**config.mk**
```make
export PLATFORM = sky130hd
export DESIGN_NAME = reg_file
export DESIGN_NICKNAME = d
export VERILOG_FILES = /design/src/rtl/rv_pkg.sv /design/src/rtl/reg_file.sv
export SDC_FILE = /design/constraint.sdc
export NUM_CORES = 2
export LEC_CHECK = 0
export ABC_AREA = 0
export BUFFER_PORTS_ARGS = -buffer_cell sky130_fd_sc_hd__buf_2
export CORE_UTILIZATION = 50
export DETAILED_ROUTE_END_ITERATION = 16
export PLACE_DENSITY = 0.76
export SLEW_MARGIN = 40
export SYNTH_ARGS = -nofsm -noshare
export SYNTH_HDL_FRONTEND = slang
export SYNTH_SLANG_ARGS = --single-unit
```
**constraint.sdc**
```tcl
create_clock -name clk -period 2.6 [get_ports clk]
set_input_delay 0.26 -clock clk [delete_from_list [all_inputs] [get_ports clk]]
set_output_delay 0.26 -clock clk [all_outputs]
set_load 0.03 [all_outputs]
```
**src/rtl/rv_pkg.sv**
```systemverilog
// Widths, major opcodes, ALU operations, operand selects and access sizes
package rv_pkg;

    localparam int xlen        = 32;  // Data and address width
    localparam int reg_addr_w  = 5;
    localparam int dmem_bytes  = 512;
    localparam int dmem_addr_w = 9;   // Byte address into data memory

    // Major opcodes of the supported subset
    localparam logic [6:0] opc_op     = 7'b0110011; // R-type ALU
    localparam logic [6:0] opc_op_imm = 7'b0010011; // I-type ALU
    localparam logic [6:0] opc_load   = 7'b0000011;
    localparam logic [6:0] opc_store  = 7'b0100011;
    localparam logic [6:0] opc_lui    = 7'b0110111;
    localparam logic [6:0] opc_auipc  = 7'b0010111;

    // ALU operation codes
    typedef enum logic [3:0] {
        pass_b = 4'b0000,  // Second operand straight through
        add    = 4'b0010,
        sub    = 4'b0011,
        sll    = 4'b0101,
        srl    = 4'b0110,
        sra    = 4'b0111,
        slt    = 4'b1000,  // Signed compare
        sltu   = 4'b1001,
        and_op = 4'b1010,
        or_op  = 4'b1011,
        xor_op = 4'b1100
    } alu_op_t;

    // Second operand source and immediate format
    typedef enum logic [2:0] {
        reg_b = 3'b000,
        imm_i = 3'b001,
        imm_s = 3'b010,
        imm_u = 3'b011
    } operand_sel_t;

    typedef enum logic [1:0] {
        byte_acc = 2'b00,
        half_acc = 2'b01,
        word_acc = 2'b10
    } access_size_t;

endpackage
```
**src/rtl/reg_file.sv**
```systemverilog
// Register file, 32 x 32 bits, x0 hardwired to zero, write-through reads
`timescale 1ns/1ps

module reg_file import rv_pkg::*; (
    input  logic                  clk,
    input  logic                  reset,
    input  logic [reg_addr_w-1:0] rs1,
    input  logic [reg_addr_w-1:0] rs2,
    input  logic                  we,
    input  logic [reg_addr_w-1:0] wd_addr,
    input  logic [xlen-1:0]       wd_data,
    output logic [xlen-1:0]       rd1,
    output logic [xlen-1:0]       rd2
);

    logic [xlen-1:0] regs [32];

    always_ff @(posedge clk) begin
        if (reset) begin
            for (int i = 0; i < 32; i++) begin
                regs[i] <= '0;
            end
        end else if (we && wd_addr != '0) begin // x0 never written
            regs[wd_addr] <= wd_data;
        end
    end

    // Same-cycle write is visible to the reader
    assign rd1 = (rs1 == '0) ? '0 :
                 (we && wd_addr == rs1) ? wd_data : regs[rs1];
    assign rd2 = (rs2 == '0) ? '0 :
                 (we && wd_addr == rs2) ? wd_data : regs[rs2];

endmodule

```
==> results <==
- The number of global-route vias before repair is 37100.
- Clock tree synthesis inserted a total of 104 buffers.
- The share of the Yosys chip area taken by registers is 56.2%.
- Across the whole layout, storage elements account for 0.0307 sq mm.
- The overall fraction of global-route tracks in use is 33.3%.
- The H-tree generated during clock tree synthesis spans 3 levels.
- The highest clock rate is 329 MHz.
- The cell count after placement is 5301.
- Overall power consumption after layout is estimated at 0.0410 W.
- The routed design could run at a clock period as short as 3.04 ns.
- The highest net fanout along the worst path is 2.
- The row count is 120.
- The transition time at the pin with the least slew margin is 0.755 ns.
- The first global-routing pass estimated 264 mm of wire.
- For this run, asynchronously set or reset flops after synthesis account for 0%.
- The longest clock path from root to sink contains 3 buffers.
- The largest net degree at the start of global routing is 63.
- The final reports fail on negative setup slack.
- Summed over all failing endpoints, the final setup total negative slack is -13.03 ns.
- The CTS tree is done.
- Traced cell by cell, the critical path runs through mux4_2 -> a22o_4 -> a2111oi_4 -> buf_4 -> a21oi_2 -> a22o_1 -> buf_6.
- The peak ir drop on the vdd network is 0.000614 V.
- The routed via count is 37900.
- Summed over all instances, the cell type with the most area after synthesis is sky130_fd_sc_hd__edfxtp_1.
- The number of setup violations in the final report is 64.
- The register with the most flip-flops is regs.
- The die covers 0.111 sq mm.
- The number of flip-flops in the largest register is 1024.
- Measured along the x axis, the die boundary spans 333 microns.
- Summing all multi-input logic gate instances after layout gives 0.0238 sq mm.
- The synthesized design devotes to its leading area cell type 56.2% of total area.
- The tightest min-delay check is of the in2reg type.
- STA classifies the critical path endpoint as a primary output.
- The initial standard-cell utilization of the core is 50.8%.
- STA puts the critical path data required time at 2.34 ns.
- The max-slew violation total from the final report came to 0.
- Once detailed placement completed, the half-perimeter wirelength came to 121 mm.
- Among all stages on the critical path, the largest delay is contributed by sky130_fd_sc_hd__mux4_2.
- The die is 333 microns tall.
- The total wire length is 186 mm.
- In the routed design, unresolved DRC markers number 0.
- At the end of routability-driven placement, the weighted congestion stood at 0.996.
- Buffers inserted to repair hold after CTS numbered 0.
- Buffers placed on the I/O ports in this run total 113.
- Once detail routing completed, the nets flagged for antenna violations numbered 0.
- In the post-synthesis netlist, the cell with the most instances is sky130_fd_sc_hd__edfxtp_1.
- Synthesis inferred 1024 register bits.
- Among all flip-flop cells after synthesis, the most frequent one is sky130_fd_sc_hd__edfxtp_1.
- The run finished, with violations left.
- By count the netlist is led by 1024 x sky130_fd_sc_hd__edfxtp_1, 994 x sky130_fd_sc_hd__and2_1, 388 x sky130_fd_sc_hd__mux4_2.
- At the worst endpoint, the arrival time is 2.78 ns.
- The first-pass iteration count of the detailed router is 5.
- Yosys mapped the design onto 50 distinct sky130hd cell types.
- The design area is 0.0654 sq mm.
- The clock drives 1024 sinks.
- By area the synthesized netlist is led by sky130_fd_sc_hd__edfxtp_1 56%, sky130_fd_sc_hd__mux4_2 16%, sky130_fd_sc_hd__and2_1 11%.
- Together, buffers and inverters on the worst path number 2.
- Once routing completed, OpenROAD measured the worst setup slack at -0.443 ns.
- After clock tree synthesis, the clock-pin slew on the worst setup and hold paths is 0.06 ns.
- Averaged over all synthesized cells, the footprint is 14.6 sq um.
- The relative slew slack is 49.4%.
- The post-route non-filler standard cell count is 5525.
- Broken down by cell family, the worst path's largest delay share belongs to compound AO/OA/AOI/OAI gates.
- The kind of start point of the critical path is a flip-flop.
- In the final design database the tool counted 4083 nets.
- The routed length per placed instance is 33.6 microns.
- In this design, the stage delay of the slowest critical-path cell is 0.47 ns.
- The power density of the placed cells is 627 mW/mm^2.
- The floorplan core area is 0.108 sq mm.
- The number of maximum-capacitance constraint violations is 0.
- The largest registers in the layout are regs: 1024 flops.
- The number of filler instances in the final layout is 7870.
- Global routing finished with a remaining overflow of 0.
- The detailed router finished its first iteration with 5614 violations.
- The number of antenna violations at the first check in global routing is 15.
- The number of top-level pins is 114.
- The clock root buffer master is sky130_fd_sc_hd__clkbuf_16.
- The cell count after synthesis came out at 3740.
- The core occupancy in the finished layout is 60.6%.
- Setup repair after global routing could not meet its margin everywhere.
- The instance area after placement is 0.0602 sq mm.
- Compared with the post-synthesis result, the final layout area differs by 19.5%.
- The number of synthesis warnings is 0.
- The number of flops mapped to enable cells by yosys is 1024.
- The post-route netlist has 33.0% of its cells at a drive strength greater than 1.
- The mapped netlist covers 0.0547 sq mm.
- The analysis attributes to cell leakage a power of 23.5 nW.
- After layout, the worst path uses 117% of the clock period.
- The critical path in this run is classified as reg2out.
- In the routed layout, each cell is associated on average with a via count of 6.87.
- The number of hold violations in the final report is 0.
==> final timing paths <==
kind,from,endpoint,depth (start not counted)
setup / recovery,regs[8][19],rd2[19],7
hold / removal,wd_data[26],regs[30][26],2
==> routing by layer <==
layer	share of wire, %	wire, microns	up-vias	GRT usage, %
li1	-	-	15000	-
met1	35	64900	19200	43.7
met2	45	84400	3121	50.8
met3	13	24100	592	7.81
met4	6.7	12500	12	19.5
met5	0.044	82	-	0
==> placed cells by master, fill, tap and decap left out, types with 19 or more instances in the layout <==
cell type,count
sky130_fd_sc_hd__a21oi_1,39
sky130_fd_sc_hd__a21oi_2,32
sky130_fd_sc_hd__a22o_1,36
sky130_fd_sc_hd__a22o_4,19
sky130_fd_sc_hd__a22oi_1,103
sky130_fd_sc_hd__a22oi_2,30
sky130_fd_sc_hd__and2_1,993
sky130_fd_sc_hd__buf_12,104
sky130_fd_sc_hd__buf_2,43
sky130_fd_sc_hd__buf_4,353
sky130_fd_sc_hd__buf_6,66
sky130_fd_sc_hd__clkbuf_1,22
sky130_fd_sc_hd__clkbuf_16,107
sky130_fd_sc_hd__clkinv_1,23
sky130_fd_sc_hd__clkinv_2,20
sky130_fd_sc_hd__conb_1,32
sky130_fd_sc_hd__edfxtp_1,1024
sky130_fd_sc_hd__mux2i_1,275
sky130_fd_sc_hd__mux4_2,388
sky130_fd_sc_hd__nand2_1,34
sky130_fd_sc_hd__nor2_2,21
sky130_fd_sc_hd__o221ai_1,34
sky130_fd_sc_hd__o22ai_1,37
sky130_fd_sc_hd__or2_2,33
==> kinds of logic (layout without fill, tap and decap cells) <==
logic type	Yosys count	after routing	synth area share, %
AOI/OAI and AO/OA	469	469	6.45
xor gates and xnor gates	10	10	0.160
buffers and inverters	416	760	3.23
DFF	1024	1024	56.2
muxes	674	674	21.2
other	1	39	0.00685
and+or+nand+nor	1146	1146	12.7
==> area by class of cell <==
cell class,count,area share [%]
multi-input cells,2331,36.4
clock inverters,59,0.791
diodes,7,0.0268
clock buffers,129,4.22
repair buffers,570,8.82
inverters,2,0.0115
well taps,1403,2.69
flip-flops and latches,1024,47.0
==> where the power goes <==
group          internal [W]  switching, W  total (W)
sequential           0.0191      0.000482     0.0196
clock               0.00838       0.00652     0.0149
combinational       0.00287       0.00369    0.00656
==> metrics by stage <==
step	setup slack (ns)	hold slack, ns
floorplan	0.194	0.458
global placement	-0.775	0.717
detailed placement	-0.532	0.727
CTS	-0.441	0.0149
global route	-0.509	0.00324
finish	-0.443	0.0253
==> repair_timing <==
item	in CTS	in global routing
resized for setup	324	33
pin swaps	124	23
endpoints found under the setup margin	64	64
setup buffers	13	17
Note: power is estimated with default switching activity, not from simulation.
