`src/rtl/rv_pkg.sv`:
```
// Widths, major opcodes, ALU operations, operand selects and access sizes
package rv_pkg;

    localparam int xlen        = 32;  // Data and address width
    localparam int reg_addr_w  = 5;
    localparam int dmem_bytes  = 512;
    localparam int dmem_addr_w = 9;   // Byte address into data memory

    // Major opcodes of the supported subset
    localparam logic [6:0] opc_op     = 7'b0110011; // R-type ALU
    localparam logic [6:0] opc_op_imm = 7'b0010011; // I-type ALU
    localparam logic [6:0] opc_load   = 7'b0000011;
    localparam logic [6:0] opc_store  = 7'b0100011;
    localparam logic [6:0] opc_lui    = 7'b0110111;
    localparam logic [6:0] opc_auipc  = 7'b0010111;

    // ALU operation codes
    typedef enum logic [3:0] {
        pass_b = 4'b0000,  // Second operand straight through
        add    = 4'b0010,
        sub    = 4'b0011,
        sll    = 4'b0101,
        srl    = 4'b0110,
        sra    = 4'b0111,
        slt    = 4'b1000,  // Signed compare
        sltu   = 4'b1001,
        and_op = 4'b1010,
        or_op  = 4'b1011,
        xor_op = 4'b1100
    } alu_op_t;

    // Second operand source and immediate format
    typedef enum logic [2:0] {
        reg_b = 3'b000,
        imm_i = 3'b001,
        imm_s = 3'b010,
        imm_u = 3'b011
    } operand_sel_t;

    typedef enum logic [1:0] {
        byte_acc = 2'b00,
        half_acc = 2'b01,
        word_acc = 2'b10
    } access_size_t;

endpackage
```
`src/rtl/inst_decoder.sv`:
```
// Instruction decoder producing control fields and the sign-extended immediate
`timescale 1ns/1ps

module inst_decoder import rv_pkg::*; (
    input  logic [xlen-1:0]       instr,
    output logic                  valid_op,
    output logic [reg_addr_w-1:0] rd,
    output logic [reg_addr_w-1:0] rs1,
    output logic [reg_addr_w-1:0] rs2,
    output alu_op_t               alu_op,
    output operand_sel_t          operand_sel,
    output logic                  use_pc,
    output logic                  rf_write,
    output logic                  mem_read,
    output logic                  mem_write,
    output access_size_t          size,
    output logic                  sign_ext,
    output logic [xlen-1:0]       imm
);

    logic [6:0] opcode;
    logic [2:0] funct3;
    logic       alt;  // Bit 30 picks SUB and SRA/SRAI

    assign opcode = instr[6:0];
    assign funct3 = instr[14:12];
    assign alt    = instr[30];

    assign rd  = instr[11:7];
    assign rs1 = instr[19:15];
    assign rs2 = instr[24:20];

    always_comb begin
        valid_op    = 1'b1;
        alu_op      = add;
        operand_sel = reg_b;
        use_pc      = 1'b0;
        rf_write    = 1'b0;
        mem_read    = 1'b0;
        mem_write   = 1'b0;
        size        = word_acc;
        sign_ext    = 1'b0;

        case (opcode)
            opc_op, opc_op_imm: begin
                rf_write    = 1'b1;
                operand_sel = (opcode == opc_op) ? reg_b : imm_i;
                case (funct3)
                    3'b000: alu_op = (opcode == opc_op && alt) ? sub : add; // No SUBI
                    3'b001: alu_op = sll;
                    3'b010: alu_op = slt;
                    3'b011: alu_op = sltu;
                    3'b100: alu_op = xor_op;
                    3'b101: alu_op = alt ? sra : srl;
                    3'b110: alu_op = or_op;
                    default: alu_op = and_op;
                endcase
            end
            opc_load: begin
                operand_sel = imm_i;
                rf_write    = 1'b1;
                mem_read    = 1'b1;
                case (funct3)
                    3'b000: begin // LB
                        size     = byte_acc;
                        sign_ext = 1'b1;
                    end
                    3'b001: begin // LH
                        size     = half_acc;
                        sign_ext = 1'b1;
                    end
                    3'b010: size = word_acc;
                    3'b100: size = byte_acc;                      // LBU
                    3'b101: size = half_acc;                      // LHU
                    default: valid_op = 1'b0;
                endcase
            end
            opc_store: begin
                operand_sel = imm_s;
                mem_write   = 1'b1;
                case (funct3)
                    3'b000: size = byte_acc;
                    3'b001: size = half_acc;
                    3'b010: size = word_acc;
                    default: valid_op = 1'b0;
                endcase
            end
            opc_lui: begin
                alu_op      = pass_b;
                operand_sel = imm_u;
                rf_write    = 1'b1;
            end
            opc_auipc: begin
                operand_sel = imm_u;
                use_pc      = 1'b1;  // pc + upper immediate
                rf_write    = 1'b1;
            end
            default: valid_op = 1'b0; // Treated as a bubble
        endcase
    end

    // Immediate format follows the operand select
    always_comb begin
        case (operand_sel)
            imm_i:   imm = {{20{instr[31]}}, instr[31:20]};
            imm_s:   imm = {{20{instr[31]}}, instr[31:25], instr[11:7]};
            imm_u:   imm = {instr[31:12], 12'b0};
            default: imm = '0;
        endcase
    end

endmodule

```
`config.mk`:
```
export PLATFORM = sky130hd
export DESIGN_NAME = inst_decoder
export DESIGN_NICKNAME = d
export VERILOG_FILES = /design/src/rtl/rv_pkg.sv /design/src/rtl/inst_decoder.sv
export SDC_FILE = /design/constraint.sdc
export NUM_CORES = 1
export LEC_CHECK = 0
export CAP_MARGIN = 20
export CORE_UTILIZATION = 56
export DETAILED_ROUTE_END_ITERATION = 8
export DONT_BUFFER_PORTS = 1
export PLACE_DENSITY_LB_ADDON = 0.05
export SYNTH_ARGS = -nofsm -noshare
export SYNTH_HDL_FRONTEND = slang
export SYNTH_SLANG_ARGS = --single-unit
```
`constraint.sdc`:
```
create_clock -name vclk -period 3.75
set_input_delay 0.5625 -clock vclk [all_inputs]
set_output_delay 0.5625 -clock vclk [all_outputs]
set_load 0.02 [all_outputs]
```
==> flow_metrics.tcl, run 1 <==
set metrics [dict create \
    p_seq_share_pct 0 \
    synth_top_family_by_area "compound AO/OA/AOI/OAI gates" \
    hold_violations 0 \
    fin_crit_sh_pct 69.2 \
    p_switching_mw 0.0197 \
    synthAdderAreaFrac_pct 0 \
    dp_hpwl_mm 1.28 \
    finalNetCount 122 \
    finalWirelength_mm 1.65 \
    critPathMaxFanout 20 \
    num-fill-cells 136 \
    worst_ep_arrival_time_ns 2.03 \
    synth_area_sq_um 759 \
    p_int_mw 0.0132 \
    tightestPinTransition_ns 1.04 \
    pre_cts_slack_ns 1.17 \
    relSlewSlack_pct 30.6 \
    io_pins 94 \
    grt_start_max_net_pins 21 \
    crit_path_end_kind "output pin" \
    drive_above_1_share_pct 14.8 \
    ant_nets 0 \
    final.clkbuf_count 0 \
    vias 664 \
    cts_resized 0 \
    crit_slowest_cell "a2111oi_4" \
    regArea_sq_um 0 \
    layout_commonest_cell "a21o_1" \
    initial_core_util_pct 64.0 \
    overflow 0 \
    core_sq_mm 0.00119 \
    wire_per_inst_um 16.1 \
    min_from "instr[20]" \
    worstHoldPathCells 0 \
    worstPathRequired_ns 3.19 \
    rsz0062_at_grt "false" \
    grt_pass1_vias 522 \
    worst_slack_ns 1.16 \
    multi_input_area_sq_um 561 \
    diodes 0 \
    power.leakage_nw 0.332 \
    layout_common_cells "a21o_1, nor2_1, a21oi_1" \
    grt_pass1_wl_mm 2.27 \
    drc_errors 0 \
    synthToLayoutAreaGrowth_pct -21.4 \
    synth_cell_type_count 29 \
    first_pass_iters 4 \
    seq_cell_count 0 \
    cp-start-kind "input port" \
    io_buffers 0 \
    rows 12 \
    switching_share_pct 59.9 \
    drv_slew 0 \
    p_clk_share_pct 0 \
    cp_cell_sequence "nand4bb_4 -> a2111oi_4 -> buf_4" \
    vias_per_cell 6.51 \
    synthXorXnorAreaFrac_pct 0 \
    antenna_found_initial 0 \
    ys_seq_area_share_pct 0 \
    synth-simple-area-share_pct 35.9 \
    fin_setup_tns_ns 0 \
    drv_cap 0 \
    globalRouteTotalUtil_pct 19.8 \
    synth_compound_area_share_pct 37.4 \
    postSynthCellCount 112 \
    powerDensity_mw_per_mm2 55.1 \
    status "finished clean" \
    fin_crit_ns 2.59 \
    yosysWarnings 0 \
    synth_mux_area_share_pct 0 \
    syn_nets 144 \
    post-cts-setup-buffers 0 \
    comb_power_share_pct 100.0 \
    path_class "in -> out" \
    gp_congestion 0.613 \
    total_power_mw 0.0329 \
    worst_path_largest_cell_delay_ns 0.92 \
    avgSynthCellArea_sq_um 6.78 \
    hp-class "in -> out" \
    die_x_um 38.8 \
    first_iter_violations 8 \
    holdBufCountCts 0 \
    max_freq_mhz 385 \
    die_area_sq_mm 0.00151 \
    hold-path-endpoint "rs2[0]" \
    peakVddDrop_mv 0.0226 \
    die_h_um 38.8 \
    finalSetupViolations 0 \
]
==> area by class of cell <==
| type | instances | area share [%] |
|---|---|---|
| Multi-Input combinational cell | 84 | 93.9 |
| Tap cell | 14 | 2.94 |
| Inverter | 3 | 1.89 |
| Timing Repair Buffer | 1 | 1.26 |
==> worst max path at each step <==
| stage | end | startpoint | depth (start not counted) | slack, ns |
|---|---|---|---|---|
| finish | imm[11] | instr[6] | 3 | 1.16 |
| floorplan | alu_op[2] | instr[6] | 3 | 1.49 |
| detailed placement | imm[11] | instr[6] | 3 | 1.17 |
| global placement | imm[11] | instr[6] | 3 | 1.25 |
| CTS | imm[11] | instr[6] | 3 | 1.17 |
| global route | imm[11] | instr[6] | 3 | 1.08 |
==> power groups by stage <==
stage / clock [mW] / sequential (mW) / combinational, mW
6_report: 0 / 0 / 0.0329
5_1_grt: 0 / 0 / 0.0363
4_1_cts: 0 / 0 / 0.0332
3_5_place_dp: 0 / 0 / 0.0331
3_3_place_gp: 0 / 0 / 0.0326
2_1_floorplan: 0 / 0 / 0.0616
==> per-stage QoR <==
stage | std cells | util (%) | hold slack (ns) | instance area (sq um)
floorplan | 112 | - | 1.24 | 759
global placement | 102 | 50.3 | 1.13 | 597
detailed placement | 102 | 50.3 | 1.13 | 597
CTS | 102 | 50.3 | 1.13 | 597
global route | 102 | 50.3 | 1.13 | 597
finish | 102 | 50.3 | 1.13 | 597
==> worst max-delay path: cells and delay by family <==
family,cells,cell delay (ns)
compound gates,1,0.92
simple gates,1,0.26
buf+inv,1,0.28
==> kinds of logic after synthesis <==
group           count (synthesis)
simple gates                   45
buf+inv                        28
compound gates                 38
other cells                     1
==> Yosys cell counts, drive strengths merged, types with 3 or more instances <==
library cell / count / share of area [%]
nor2: 12 / 5.9
inv: 3 / 1.5
nand2: 7 / 3.5
a21oi: 9 / 5.9
a21o: 21 / 22
nor2b: 6 / 4.9
and2: 6 / 4.9
nor3: 3 / 2.0
o21ai: 3 / 2.0
buf: 23 / 24
==> layer usage <==
| layer | GRT usage [%] | wire (um) | vias up |
|---|---|---|---|
| met4 | 0.862 | 0 | 0 |
| met2 | 33.8 | 761 | 51 |
| met5 | 0 | 0 | - |
| li1 | - | - | 323 |
| met3 | 1.16 | 169 | 0 |
| met1 | 28.0 | 714 | 290 |
Note: power is estimated with default switching activity, not from simulation.
==> inputs of run 2 (changes only) <==
==> constraint.sdc (replaced) <==
create_clock -name vclk -period 2.17
set_input_delay 0.3255 -clock vclk [all_inputs]
set_output_delay 0.3255 -clock vclk [all_outputs]
set_load 0.02 [all_outputs]
==> run 2 against run 1 <==
Net effect:
- non-clock buffer count rose by 9
- worst setup slack got worse by 0.73 ns
- utilization is 5.7 points higher
- sequential cell count stayed put
- first-iteration DRC count rose by 25%
- critical endpoint is now imm[28]
- largest cell class unchanged
- wire length is 1.3% higher
==> flow_metrics.tcl, run 2 (synthesis results as in run 1) <==
set metrics [dict create \
    globalRouteTotalUtil_pct 20.2 \
    holdWs_ns 0.651 \
    final.clkbuf_count 0 \
    p_int_mw 0.0246 \
    cp.buffers_inverters 1 \
    finalSetupViolations 0 \
    multi_input_area_sq_um 561 \
    min_from "instr[21]" \
    grt_pass1_vias 542 \
    initial_core_util_pct 64.0 \
    powerDensity_mw_per_mm2 88.4 \
    fin_crit_ns 1.75 \
    core_sq_mm 0.00119 \
    max_freq_mhz 573 \
    fin_crit_sh_pct 80.5 \
    power.leakage_nw 0.381 \
    drv_slew 0 \
    p_clk_share_pct 0 \
    crit_path_end_kind "output pin" \
    worst_ep_arrival_time_ns 1.42 \
    die_h_um 38.8 \
    drive_above_1_share_pct 22.7 \
    io_pins 94 \
    final_util_pct 56.0 \
    overflow 0 \
    fin_setup_tns_ns 0 \
    gp_congestion 0.674 \
    cp_cell_sequence "nand4bb_4 -> a2111oi_4 -> buf_4 -> a21o_1" \
    die_area_sq_mm 0.00151 \
    layout_common_cells "a21o_1, nor2_1, buf_4" \
    hold_violations 0 \
    grt_start_max_net_pins 21 \
    drv_cap 0 \
    p_seq_share_pct 0 \
    startpoint "instr[6]" \
    post-cts-setup-buffers 0 \
    path_delay_family "compound AO/OA/AOI/OAI gates" \
    worstPathRequired_ns 1.84 \
    crit_slowest_cell "buf_4" \
    switching_share_pct 58.2 \
    finalWirelength_mm 1.67 \
    hp-class "in -> out" \
    ant_nets 0 \
    critPathMaxFanout 20 \
    cp-start-kind "input port" \
    path_class "in -> out" \
    die_x_um 38.8 \
    worstHoldPathCells 0 \
    dp_hpwl_mm 1.32 \
    worst_path_largest_cell_delay_ns 0.31 \
    num-fill-cells 131 \
    synthToLayoutAreaGrowth_pct -12.5 \
    seq_cell_count 0 \
    vias 718 \
    vias_per_cell 6.47 \
    wire_per_inst_um 15.0 \
    finalNetCount 131 \
    cts_resized 0 \
    regArea_sq_um 0 \
    status "finished clean" \
    io_buffers 0 \
    first_pass_iters 4 \
    diodes 0 \
    antenna_found_initial 0 \
    first_iter_violations 10 \
    holdBufCountCts 0 \
    layout_commonest_cell "a21o_1" \
    rsz0062_at_grt "false" \
    p_switching_mw 0.0342 \
    peakVddDrop_mv 0.0335 \
    comb_power_share_pct 100.0 \
    cp.depth 4 \
    grt_pass1_wl_mm 2.27 \
    rows 12 \
    drc_errors 0 \
]
## run 2: cell count changes in the layout (fill, tap and decap cells not counted), sizes merged
cell,delta
buf,+9
## run 2: final timing paths
| kind | end | slack (ns) |
|---|---|---|
| worst min-delay path | rs2[1] | 0.65 |
| worst max-delay path | imm[28] | 0.42 |
## run 2: power groups by stage
stage	clock (mW)	combinational (mW)	sequential (mW)
final	0	0.0587	0
after global routing	0	0.0652	0
after CTS	0	0.0592	0
after detailed placement	0	0.0591	0
after global placement	0	0.0585	0
after floorplan	0	0.107	0
## run 2: stage by stage
step / area, sq um / setup slack [ns] / cells / total power, mW
after floorplan: 759 / 0.383 / 112 / 0.107
final: 664 / 0.423 / 111 / 0.0587
after global placement: 664 / 0.454 / 111 / 0.0585
after global routing: 664 / 0.355 / 111 / 0.0652
after detailed placement: 664 / 0.424 / 111 / 0.0591
after CTS: 664 / 0.417 / 111 / 0.0592
## run 2: layer usage
| layer | share of wire (%) | GRT usage, % |
|---|---|---|
| met5 | 0 | 0 |
| met2 | 48 | 35.8 |
| met4 | 0 | 0.862 |
| met1 | 40 | 26.4 |
| met3 | 12 | 3.47 |
## run 2: area by class of cell
cell class | instances | area share [%]
multi-input cells | 84 | 84.4
inverters | 3 | 1.69
well taps | 14 | 2.64
repair buffers | 10 | 11.3
