===== src/rtl/rv_pkg.sv =====
// Widths, major opcodes, ALU operations, operand selects and access sizes
package rv_pkg;

    localparam int xlen        = 32;  // Data and address width
    localparam int reg_addr_w  = 5;
    localparam int dmem_bytes  = 512;
    localparam int dmem_addr_w = 9;   // Byte address into data memory

    // Major opcodes of the supported subset
    localparam logic [6:0] opc_op     = 7'b0110011; // R-type ALU
    localparam logic [6:0] opc_op_imm = 7'b0010011; // I-type ALU
    localparam logic [6:0] opc_load   = 7'b0000011;
    localparam logic [6:0] opc_store  = 7'b0100011;
    localparam logic [6:0] opc_lui    = 7'b0110111;
    localparam logic [6:0] opc_auipc  = 7'b0010111;

    // ALU operation codes
    typedef enum logic [3:0] {
        pass_b = 4'b0000,  // Second operand straight through
        add    = 4'b0010,
        sub    = 4'b0011,
        sll    = 4'b0101,
        srl    = 4'b0110,
        sra    = 4'b0111,
        slt    = 4'b1000,  // Signed compare
        sltu   = 4'b1001,
        and_op = 4'b1010,
        or_op  = 4'b1011,
        xor_op = 4'b1100
    } alu_op_t;

    // Second operand source and immediate format
    typedef enum logic [2:0] {
        reg_b = 3'b000,
        imm_i = 3'b001,
        imm_s = 3'b010,
        imm_u = 3'b011
    } operand_sel_t;

    typedef enum logic [1:0] {
        byte_acc = 2'b00,
        half_acc = 2'b01,
        word_acc = 2'b10
    } access_size_t;

endpackage

===== src/rtl/execute_unit.sv =====
// Execute stage: first-operand select, second-operand handler and ALU
`timescale 1ns/1ps

module execute_unit import rv_pkg::*; (
    input  logic [xlen-1:0] operand_a_reg,
    input  logic [xlen-1:0] operand_b_reg,
    input  logic [xlen-1:0] pc,
    input  logic [xlen-1:0] imm,
    input  logic            use_pc,
    input  operand_sel_t    operand_sel,
    input  alu_op_t         alu_op,
    output logic [xlen-1:0] result
);

    logic [xlen-1:0] op_a;
    logic [xlen-1:0] op_b;
    logic [4:0]      shamt;

    // AUIPC takes the pc as first operand
    assign op_a = use_pc ? pc : operand_a_reg;

    // Any immediate format arrives already extended
    always_comb begin
        case (operand_sel)
            reg_b:   op_b = operand_b_reg;
            imm_i,
            imm_s,
            imm_u:   op_b = imm;
            default: op_b = '0;
        endcase
    end

    assign shamt = op_b[4:0];

    always_comb begin
        case (alu_op)
            pass_b: result = op_b;
            add:    result = op_a + op_b;
            sub:    result = op_a - op_b;
            sll:    result = op_a << shamt;
            srl:    result = op_a >> shamt;
            sra:    result = $signed(op_a) >>> shamt; // Sign bit refills
            slt: begin
                result = {31'b0, $signed(op_a) < $signed(op_b)};
            end
            sltu: begin
                result = {31'b0, op_a < op_b};
            end
            and_op: result = op_a & op_b;
            or_op:  result = op_a | op_b;
            xor_op: result = op_a ^ op_b;
            default: result = '0;
        endcase
    end

endmodule


===== config.mk =====
export PLATFORM = sky130hd
export DESIGN_NAME = execute_unit
export DESIGN_NICKNAME = d
export VERILOG_FILES = /design/src/rtl/rv_pkg.sv /design/src/rtl/execute_unit.sv
export SDC_FILE = /design/constraint.sdc
export NUM_CORES = 1
export LEC_CHECK = 0
export BUFFER_PORTS_ARGS = -buffer_cell sky130_fd_sc_hd__buf_2
export CORE_MARGIN = 5
export CORE_UTILIZATION = 50
export DETAILED_ROUTE_END_ITERATION = 7
export PLACE_DENSITY = 0.8
export SETUP_SLACK_MARGIN = 0.05
export SYNTH_ARGS = -nofsm -noshare
export SYNTH_HDL_FRONTEND = slang
export SYNTH_SLANG_ARGS = --single-unit
export TNS_END_PERCENT = 10

===== constraint.sdc =====
create_clock -name vclk -period 5.5
set_input_delay 0 -clock vclk [all_inputs]
set_output_delay 0 -clock vclk [all_outputs]
set_load 0.02 [all_outputs]

==> results of run 1 <==
-- final cells by class --
cell class / count / area share (%)
multi-input combinational: 1189 / 82.51
tap: 265 / 3.090
timing repair buffer: 215 / 11.12
inverter: 93 / 3.277
-- cell families after synthesis --
kind of cell    synth area share (%)
compound gates                 35.31
xor+xnor                       2.429
fa+ha+maj                      13.13
buf+inv                        9.252
mux                            21.01
simple gates                   18.86
-- final timing paths --
kind | startpoint | to | slack, ps
max | use_pc | result[31] | 880
min | imm[14] | result[14] | 580
-- Yosys cell counts, types with 11 or more instances --
master,n
nand2_1,112
nand3_1,31
a211oi_1,31
buf_2,22
a21o_1,17
o211ai_1,19
o21ai_0,86
a22oi_1,41
inv_1,89
buf_1,11
a211o_1,15
a221oi_1,26
a21oi_1,115
mux4_2,31
a31oi_1,22
o22ai_1,12
o21bai_1,11
mux2i_1,114
nor3_1,32
o221ai_1,16
and3_1,11
nand2b_1,14
nor2_1,134
clkbuf_1,75
o31ai_1,12
xnor2_1,24
ha_1,99
-- metal layers --
layer  global-route usage (%)  share of wire, %  vias up
li1                         -                 -     5507
met1                    49.25                38     5690
met2                    59.98                43      936
met3                    6.844                11      195
met4                    20.46               7.5        2
met5                        0             0.016        -
-- power by group through the flow --
| stage | registers (mW) | clock network, mW | logic [mW] |
|---|---|---|---|
| 4_1_cts | 0 | 0 | 1.41 |
| 5_1_grt | 0 | 0 | 1.55 |
| 3_3_place_gp | 0 | 0 | 1.40 |
| 2_1_floorplan | 0 | 0 | 0.982 |
| 3_5_place_dp | 0 | 0 | 1.40 |
| 6_report | 0 | 0 | 1.46 |
-- cell usage in the layout (no fill, tap or decap), types with 11 or more instances in the layout --
cell	count
buf_2	168
o221ai_1	16
o211ai_1	19
a22oi_1	41
a221oi_1	26
o22ai_1	12
xnor2_1	24
a31oi_1	22
a21oi_1	115
buf_4	47
nand2_1	112
mux4_2	31
inv_1	87
a21o_1	15
nand2b_1	14
o21bai_1	11
nand3_1	31
a211oi_1	31
nor3_1	31
ha_1	99
a211o_1	15
nor2_1	133
mux2i_1	114
o21ai_0	86
o31ai_1	12
-- stage by stage --
stage | instances | instance area [µm²]
3_5_place_dp | 1762 | 10730
4_1_cts | 1762 | 10730
3_3_place_gp | 1762 | 10730
2_1_floorplan | 1403 | 9737
5_1_grt | 1762 | 10730
6_report | 1762 | 10730
==> flow_summary.yaml, run 1 <==
routing:
  drtPass1Iterations: 8
  drcViolationCount: 4
  antenna_left: 0
  num_vias: 12330
  wire_per_inst_um: 25.46
  drt_iter0_markers: 1769
  vias_per_cell: 6.998
  drt-total-wl_um: 44870
logic_synthesis:
  syn-num-nets: 1640
  ys_warn_count: 0
  synth_area_per_cell_um2: 6.940
  ys_seq_area_share_pct: 0
  yosysTopAreaCell: "ha_1"
  synth_top_area_share_pct: 12.72
  netlist_area_mm2: 0.009737
  yosysUniqueCellTypes: 79
  syn_inst: 1403
  yosys-top-cells-area: "ha_1, mux2i_1, mux4_2, a21oi_1, nor2_1"
timing:
  tns_ps: 0
  fin_crit_sh_pct: 84.00
  period_minus_slack_ps: 4620
  holdWs_ps: 578.3
  final-max-slew-violation-count: 0
  setup_violations: 0
  layout_setup_ws_ps: 880.0
  timing.fmax_ghz: 0.2164
  maxSlewHeadroom_pct: 36.02
  grt_setup_unrepaired: "no"
  tightest_slew_ps: 932.9
  finalHoldViolCount: 0
critical_path:
  critPathLaunchType: "input pin"
  end_kind: "output pin"
  arrival_ps: 4620
  critPathKind: "in2out"
  crit_cells: 14
  cp.buffers_inverters: 3
  cpPeakStageDelay_ps: 670
  slowest_stage: "o32ai_1"
  cp_max_fo: 18
  worstPathRequired_ps: 5500
  worstPathCellList: "buf_2 > buf_4 > mux2i_1 > ha_1 > or3_1 > nor3_1 > nand2_1 > o32ai_1 > nor4b_1 > o32ai_1 > o211ai_1 > xnor2_1 > o211ai_1 > buf_2"
  critical_path.top_delay_family: "compound AO/OA/AOI/OAI gates"
cells_and_area:
  drive_above_1_share_pct: 19.04
  fin_util_pct: 55.50
  design.seq.count: 0
  nets: 1736
  multi_input_area_mm2: 0.008853
  area_growth_syn_to_layout_pct: 10.20
  num-fill-cells: 1942
  regArea_um2: 0
  n_antenna_cell: 0
  clockBufferCount: 0
global_route:
  gr-total-overflow: 0
  grt_pass1_wl_um: 67410
  antenna_found_initial: 1
  grt_max_degree: 68
  grt_usage_pct: 38.01
  grt_pass1_vias: 11456
floorplanning:
  die_w_um: 149.6
  ios: 168
  core_mm2: 0.01933
  rows: 51
  dieArea_mm2: 0.02237
  initial_core_util_pct: 50.36
  dieHeight_um: 149.6
placed_design:
  place_congestion: 1.051
  port_buffers: 168
  preCtsSetupSlack_ps: 1070
  dpl.hpwl_um: 34610
power_and_ir_drop:
  switching_share_pct: 63.50
  peakVddDrop_mv: 0.07234
  powerDensity_mw_per_mm2: 136.1
  p_leak_nw: 5.043
  power.total_mw: 1.460
  internal-power_uw: 532.9
  switchingPower_uw: 927.2
  seqPwrFrac_pct: 0
  p_comb_share_pct: 100.0
  p_clk_share_pct: 0
worst_hold_path:
  hold_depth: 6
  hp-class: "in2out"
outcome:
  outcome: "complete, but fails checks"
  violations: "design-rule violations"
clocking:
  post_cts_buffers: 0
  hold_buffers: 0
  cts-resized-gates: 0
flow_run:
  maxCapViolCount: 0
(Power assumes the default switching activity.)
==> run 2, diff against run 1 <==
Clock period 5.5 ns to 4.7 ns, I/O delays scaled along.
==> flow_summary.yaml, run 2 (synthesis gave the netlist of run 1 again) <==
outcome:
  outcome: "completed"
cells_and_area:
  fin_util_pct: 56.49
  nets: 1761
  layout_commonest_cell: "buf_2"
  design.seq.count: 0
  regArea_um2: 0
  drive_above_1_share_pct: 20.30
  clockBufferCount: 0
  area_growth_syn_to_layout_pct: 12.17
  layout_common_cells: "buf_2, nor2_1, a21oi_1"
timing:
  final-max-slew-violation-count: 0
  tightest_slew_ps: 1105
  fin_crit_sh_pct: 90.34
  tns_ps: 0
  setup_violations: 0
  grt_setup_unrepaired: "no"
  layout_setup_ws_ps: 453.8
  maxSlewHeadroom_pct: 25.54
  finalHoldViolCount: 0
  timing.fmax_ghz: 0.2355
  period_minus_slack_ps: 4246
routing:
  wire_per_inst_um: 26.76
  drt-total-wl_um: 47850
  drtPass1Iterations: 8
  antenna_left: 0
  drt_iter0_markers: 1715
  drcViolationCount: 0
  num_vias: 12485
  vias_per_cell: 6.983
floorplanning:
  core_mm2: 0.01933
  rows: 51
  dieArea_mm2: 0.02237
  ios: 168
  initial_core_util_pct: 50.36
  dieHeight_um: 149.6
  die_w_um: 149.6
critical_path:
  slowest_stage: "ha_1"
  cpPeakStageDelay_ps: 520
  cp_max_fo: 11
  critPathLaunchType: "input pin"
  cp_common_cell: "buf_2"
  critPathKind: "in2out"
  arrival_ps: 4250
  worstPathCellList: "buf_2 > nor2_1 > nor2_2 > buf_4 > a22oi_1 > ha_1 > inv_1 > a21oi_1 > a21boi_0 > a2111oi_1 > a31oi_1 > a211oi_1 > o41ai_1 > or4_1 > nand3_1 > buf_2"
  worstPathRequired_ps: 4700
  end_kind: "output pin"
global_route:
  grt_pass1_wl_um: 70250
  grt_max_degree: 68
  antenna_found_initial: 0
  grt-busiest-layer: "met2"
  grt_pass1_vias: 11639
  use_met2_pct: 63.62
  met1_usage_pct: 51.37
  gr-total-overflow: 0
  grt_usage_pct: 40.46
  grt_util_met3_pct: 8.571
placed_design:
  place_congestion: 1.051
  preCtsSetupSlack_ps: 479.5
  dpl.hpwl_um: 37640
  port_buffers: 168
flow_run:
  maxCapViolCount: 0
worst_hold_path:
  hold_depth: 6
  hp-class: "in2out"
clocking:
  hold_buffers: 0
## run 2: final timing paths
path	start	to
min	imm[8]	result[8]
max	operand_sel[1]	result[30]
## run 2: metrics by stage
step | instance area (µm²) | cells | hold WS, ps
2_1_floorplan | 9737 | 1403 | 378.7
3_5_place_dp | 10920 | 1787 | 603.7
5_1_grt | 10920 | 1787 | 654.0
6_report | 10920 | 1788 | 608.7
4_1_cts | 10920 | 1787 | 607.4
3_3_place_gp | 10920 | 1787 | 582.1
## run 2: layout make-up
type / instances / area, µm²
tap: 265 / 331.6
multi-input combinational: 1189 / 8852
antenna: 1 / 2.502
fill: 1922 / 8413
timing repair buffer: 240 / 1384
inverter: 93 / 351.6
## run 2: what timing repair did
| item | CTS | global route |
|---|---|---|
| buffers inserted | 0 | 0 |
| gates resized for setup | 0 | 1 |
| setup endpoints to repair | 0 | 1 |
## run 2: per-layer routing
layer	part of all wire (%)	vias to the layer above
met3	12	183
met5	0	-
met4	7.3	0
li1	-	5543
met1	38	5859
met2	44	900
## run 2: worst max-delay path, delay by kind of cell
kind / cells / cell delay (ps)
fa+ha+maj: 1 / 520
compound gates: 7 / 1880
simple gates: 4 / 1090
buf+inv: 4 / 750
==> run 3, diff against run 2 <==
Settings changed: ABC_AREA set to 1.
Clock period 4.7 ns to 5.4 ns, I/O delays scaled along.
==> flow_summary.yaml, run 3 <==
clocking:
  hold_buffers: 0
  post_cts_buffers: 0
  cts-resized-gates: 0
critical_path:
  critPathKind: "in2out"
  arrival_ps: 4300
  end_kind: "output pin"
  critPathLaunchType: "input pin"
  cp_max_fo: 30
  worstPathRequired_ps: 5400
routing:
  topRoutingLayerUsed: "met5"
  m1WireLength_um: 22850
  drcViolationCount: 2
  antenna_left: 0
  drt-total-wl_um: 61670
  met2_length_um: 23710
  wire_per_inst_um: 24.04
  vias_per_cell: 6.473
  dr_wl_met3_um: 10420
  drtPass1Iterations: 8
  num_vias: 16603
  drt_iter0_markers: 3073
placed_design:
  dp.cells: 2563
  dpl.hpwl_um: 48600
  port_buffers: 168
  place_area_mm2: 0.01174
  place_congestion: 1.084
global_route:
  grt_pass1_wl_um: 89690
  grt_usage_pct: 47.04
  antenna_found_initial: 2
  gr-total-overflow: 0
  grt_max_degree: 66
  grt_pass1_vias: 14985
flow_run:
  maxCapViolCount: 0
cells_and_area:
  fin_cells: 2565
  nets: 2522
  regArea_um2: 0
  fin_util_pct: 53.96
  area_growth_syn_to_layout_pct: 6.564
  design.seq.count: 0
  clockBufferCount: 0
  layout_commonest_cell: "nand2_1"
  layout_common_cells: "nand2_1, nand3_1, inv_1"
  drive_above_1_share_pct: 11.34
  final_cell_area_mm2: 0.01174
outcome:
  outcome: "complete, but fails checks"
  violations: "design-rule violations"
floorplanning:
  dieHeight_um: 158.4
  dieArea_mm2: 0.02510
  ios: 168
  initial_core_util_pct: 50.64
  rows: 54
  core_mm2: 0.02176
  die_w_um: 158.4
timing:
  maxSlewHeadroom_pct: 20.24
  final-max-slew-violation-count: 0
  grt_setup_unrepaired: "no"
  timing.fmax_ghz: 0.2324
  setup_violations: 0
  tightest_slew_ps: 1195
  period_minus_slack_ps: 4302
  fin_crit_sh_pct: 79.68
  finalHoldViolCount: 0
  tns_ps: 0
worst_hold_path:
  hp-class: "in2out"
logic_synthesis:
  syn_inst: 2205
  yosysUniqueCellTypes: 50
  synthMostInstantiatedCell: "nand2_1"
  synth_area_per_cell_um2: 4.996
  ys_seq_area_share_pct: 0
  netlist_area_mm2: 0.01102
  syn-num-nets: 2442
  synth_top_area_share_pct: 21.22
  yosys-top-cells-area: "nand3_1, nand2_1, ha_1, inv_1, nor2_1"
  ys_warn_count: 0
  yosysTopAreaCell: "nand3_1"
  ys_top_cells_by_count: "nand2_1, nand3_1, inv_1, nor2_1, a21oi_1"
run 3: per-layer routing:
| layer | vias up | global-route usage (%) |
|---|---|---|
| li1 | 7458 | - |
| met4 | 4 | 26.32 |
| met3 | 316 | 17.29 |
| met5 | - | 0 |
| met1 | 7312 | 61.49 |
| met2 | 1513 | 66.34 |
run 3: path summary, 6_finish.rpt:
check	depth (start not counted)	startpoint	endpoint
setup / recovery	15	operand_sel[1]	result[28]
hold / removal	8	imm[6]	result[6]
run 3: cells by family after synthesis:
| kind of cell | after synthesis | share of synthesized area [%] |
|---|---|---|
| xor gates and xnor gates | 1 | 0.07951 |
| adders and majority gates | 101 | 11.61 |
| AOI/OAI and AO/OA | 338 | 18.63 |
| buffers and inverters | 431 | 16.66 |
| and+or+nand+nor | 1334 | 53.03 |
run 3: through the flow:
stage / setup slack (ps) / hold WS (ps)
finish: 1098 / 751.8
CTS: 1434 / 730.1
global placement: 1440 / 732.3
detailed placement: 1436 / 731.5
global route: 1210 / 800.9
floorplan: 2895 / 356.5
run 3: area by class of cell:
class              count  area [µm²]
fillers             2449       10020
multi-input cells   1774        9194
inverters            323        1215
repair buffers       186       975.9
diodes                 2       5.005
well taps            280       350.3
run 3: critical path: stages:
cell and delay, ps:
buf_2 130, nor2_4 140, nand2_2 490, o22ai_1 520
inv_1 120, ha_1 590, nand2_1 260, nor4_1 860
nand3_1 410, nand3_1 180, nand3_1 170, nand2_1 130
inv_1 40, nand3_1 50, buf_2 170
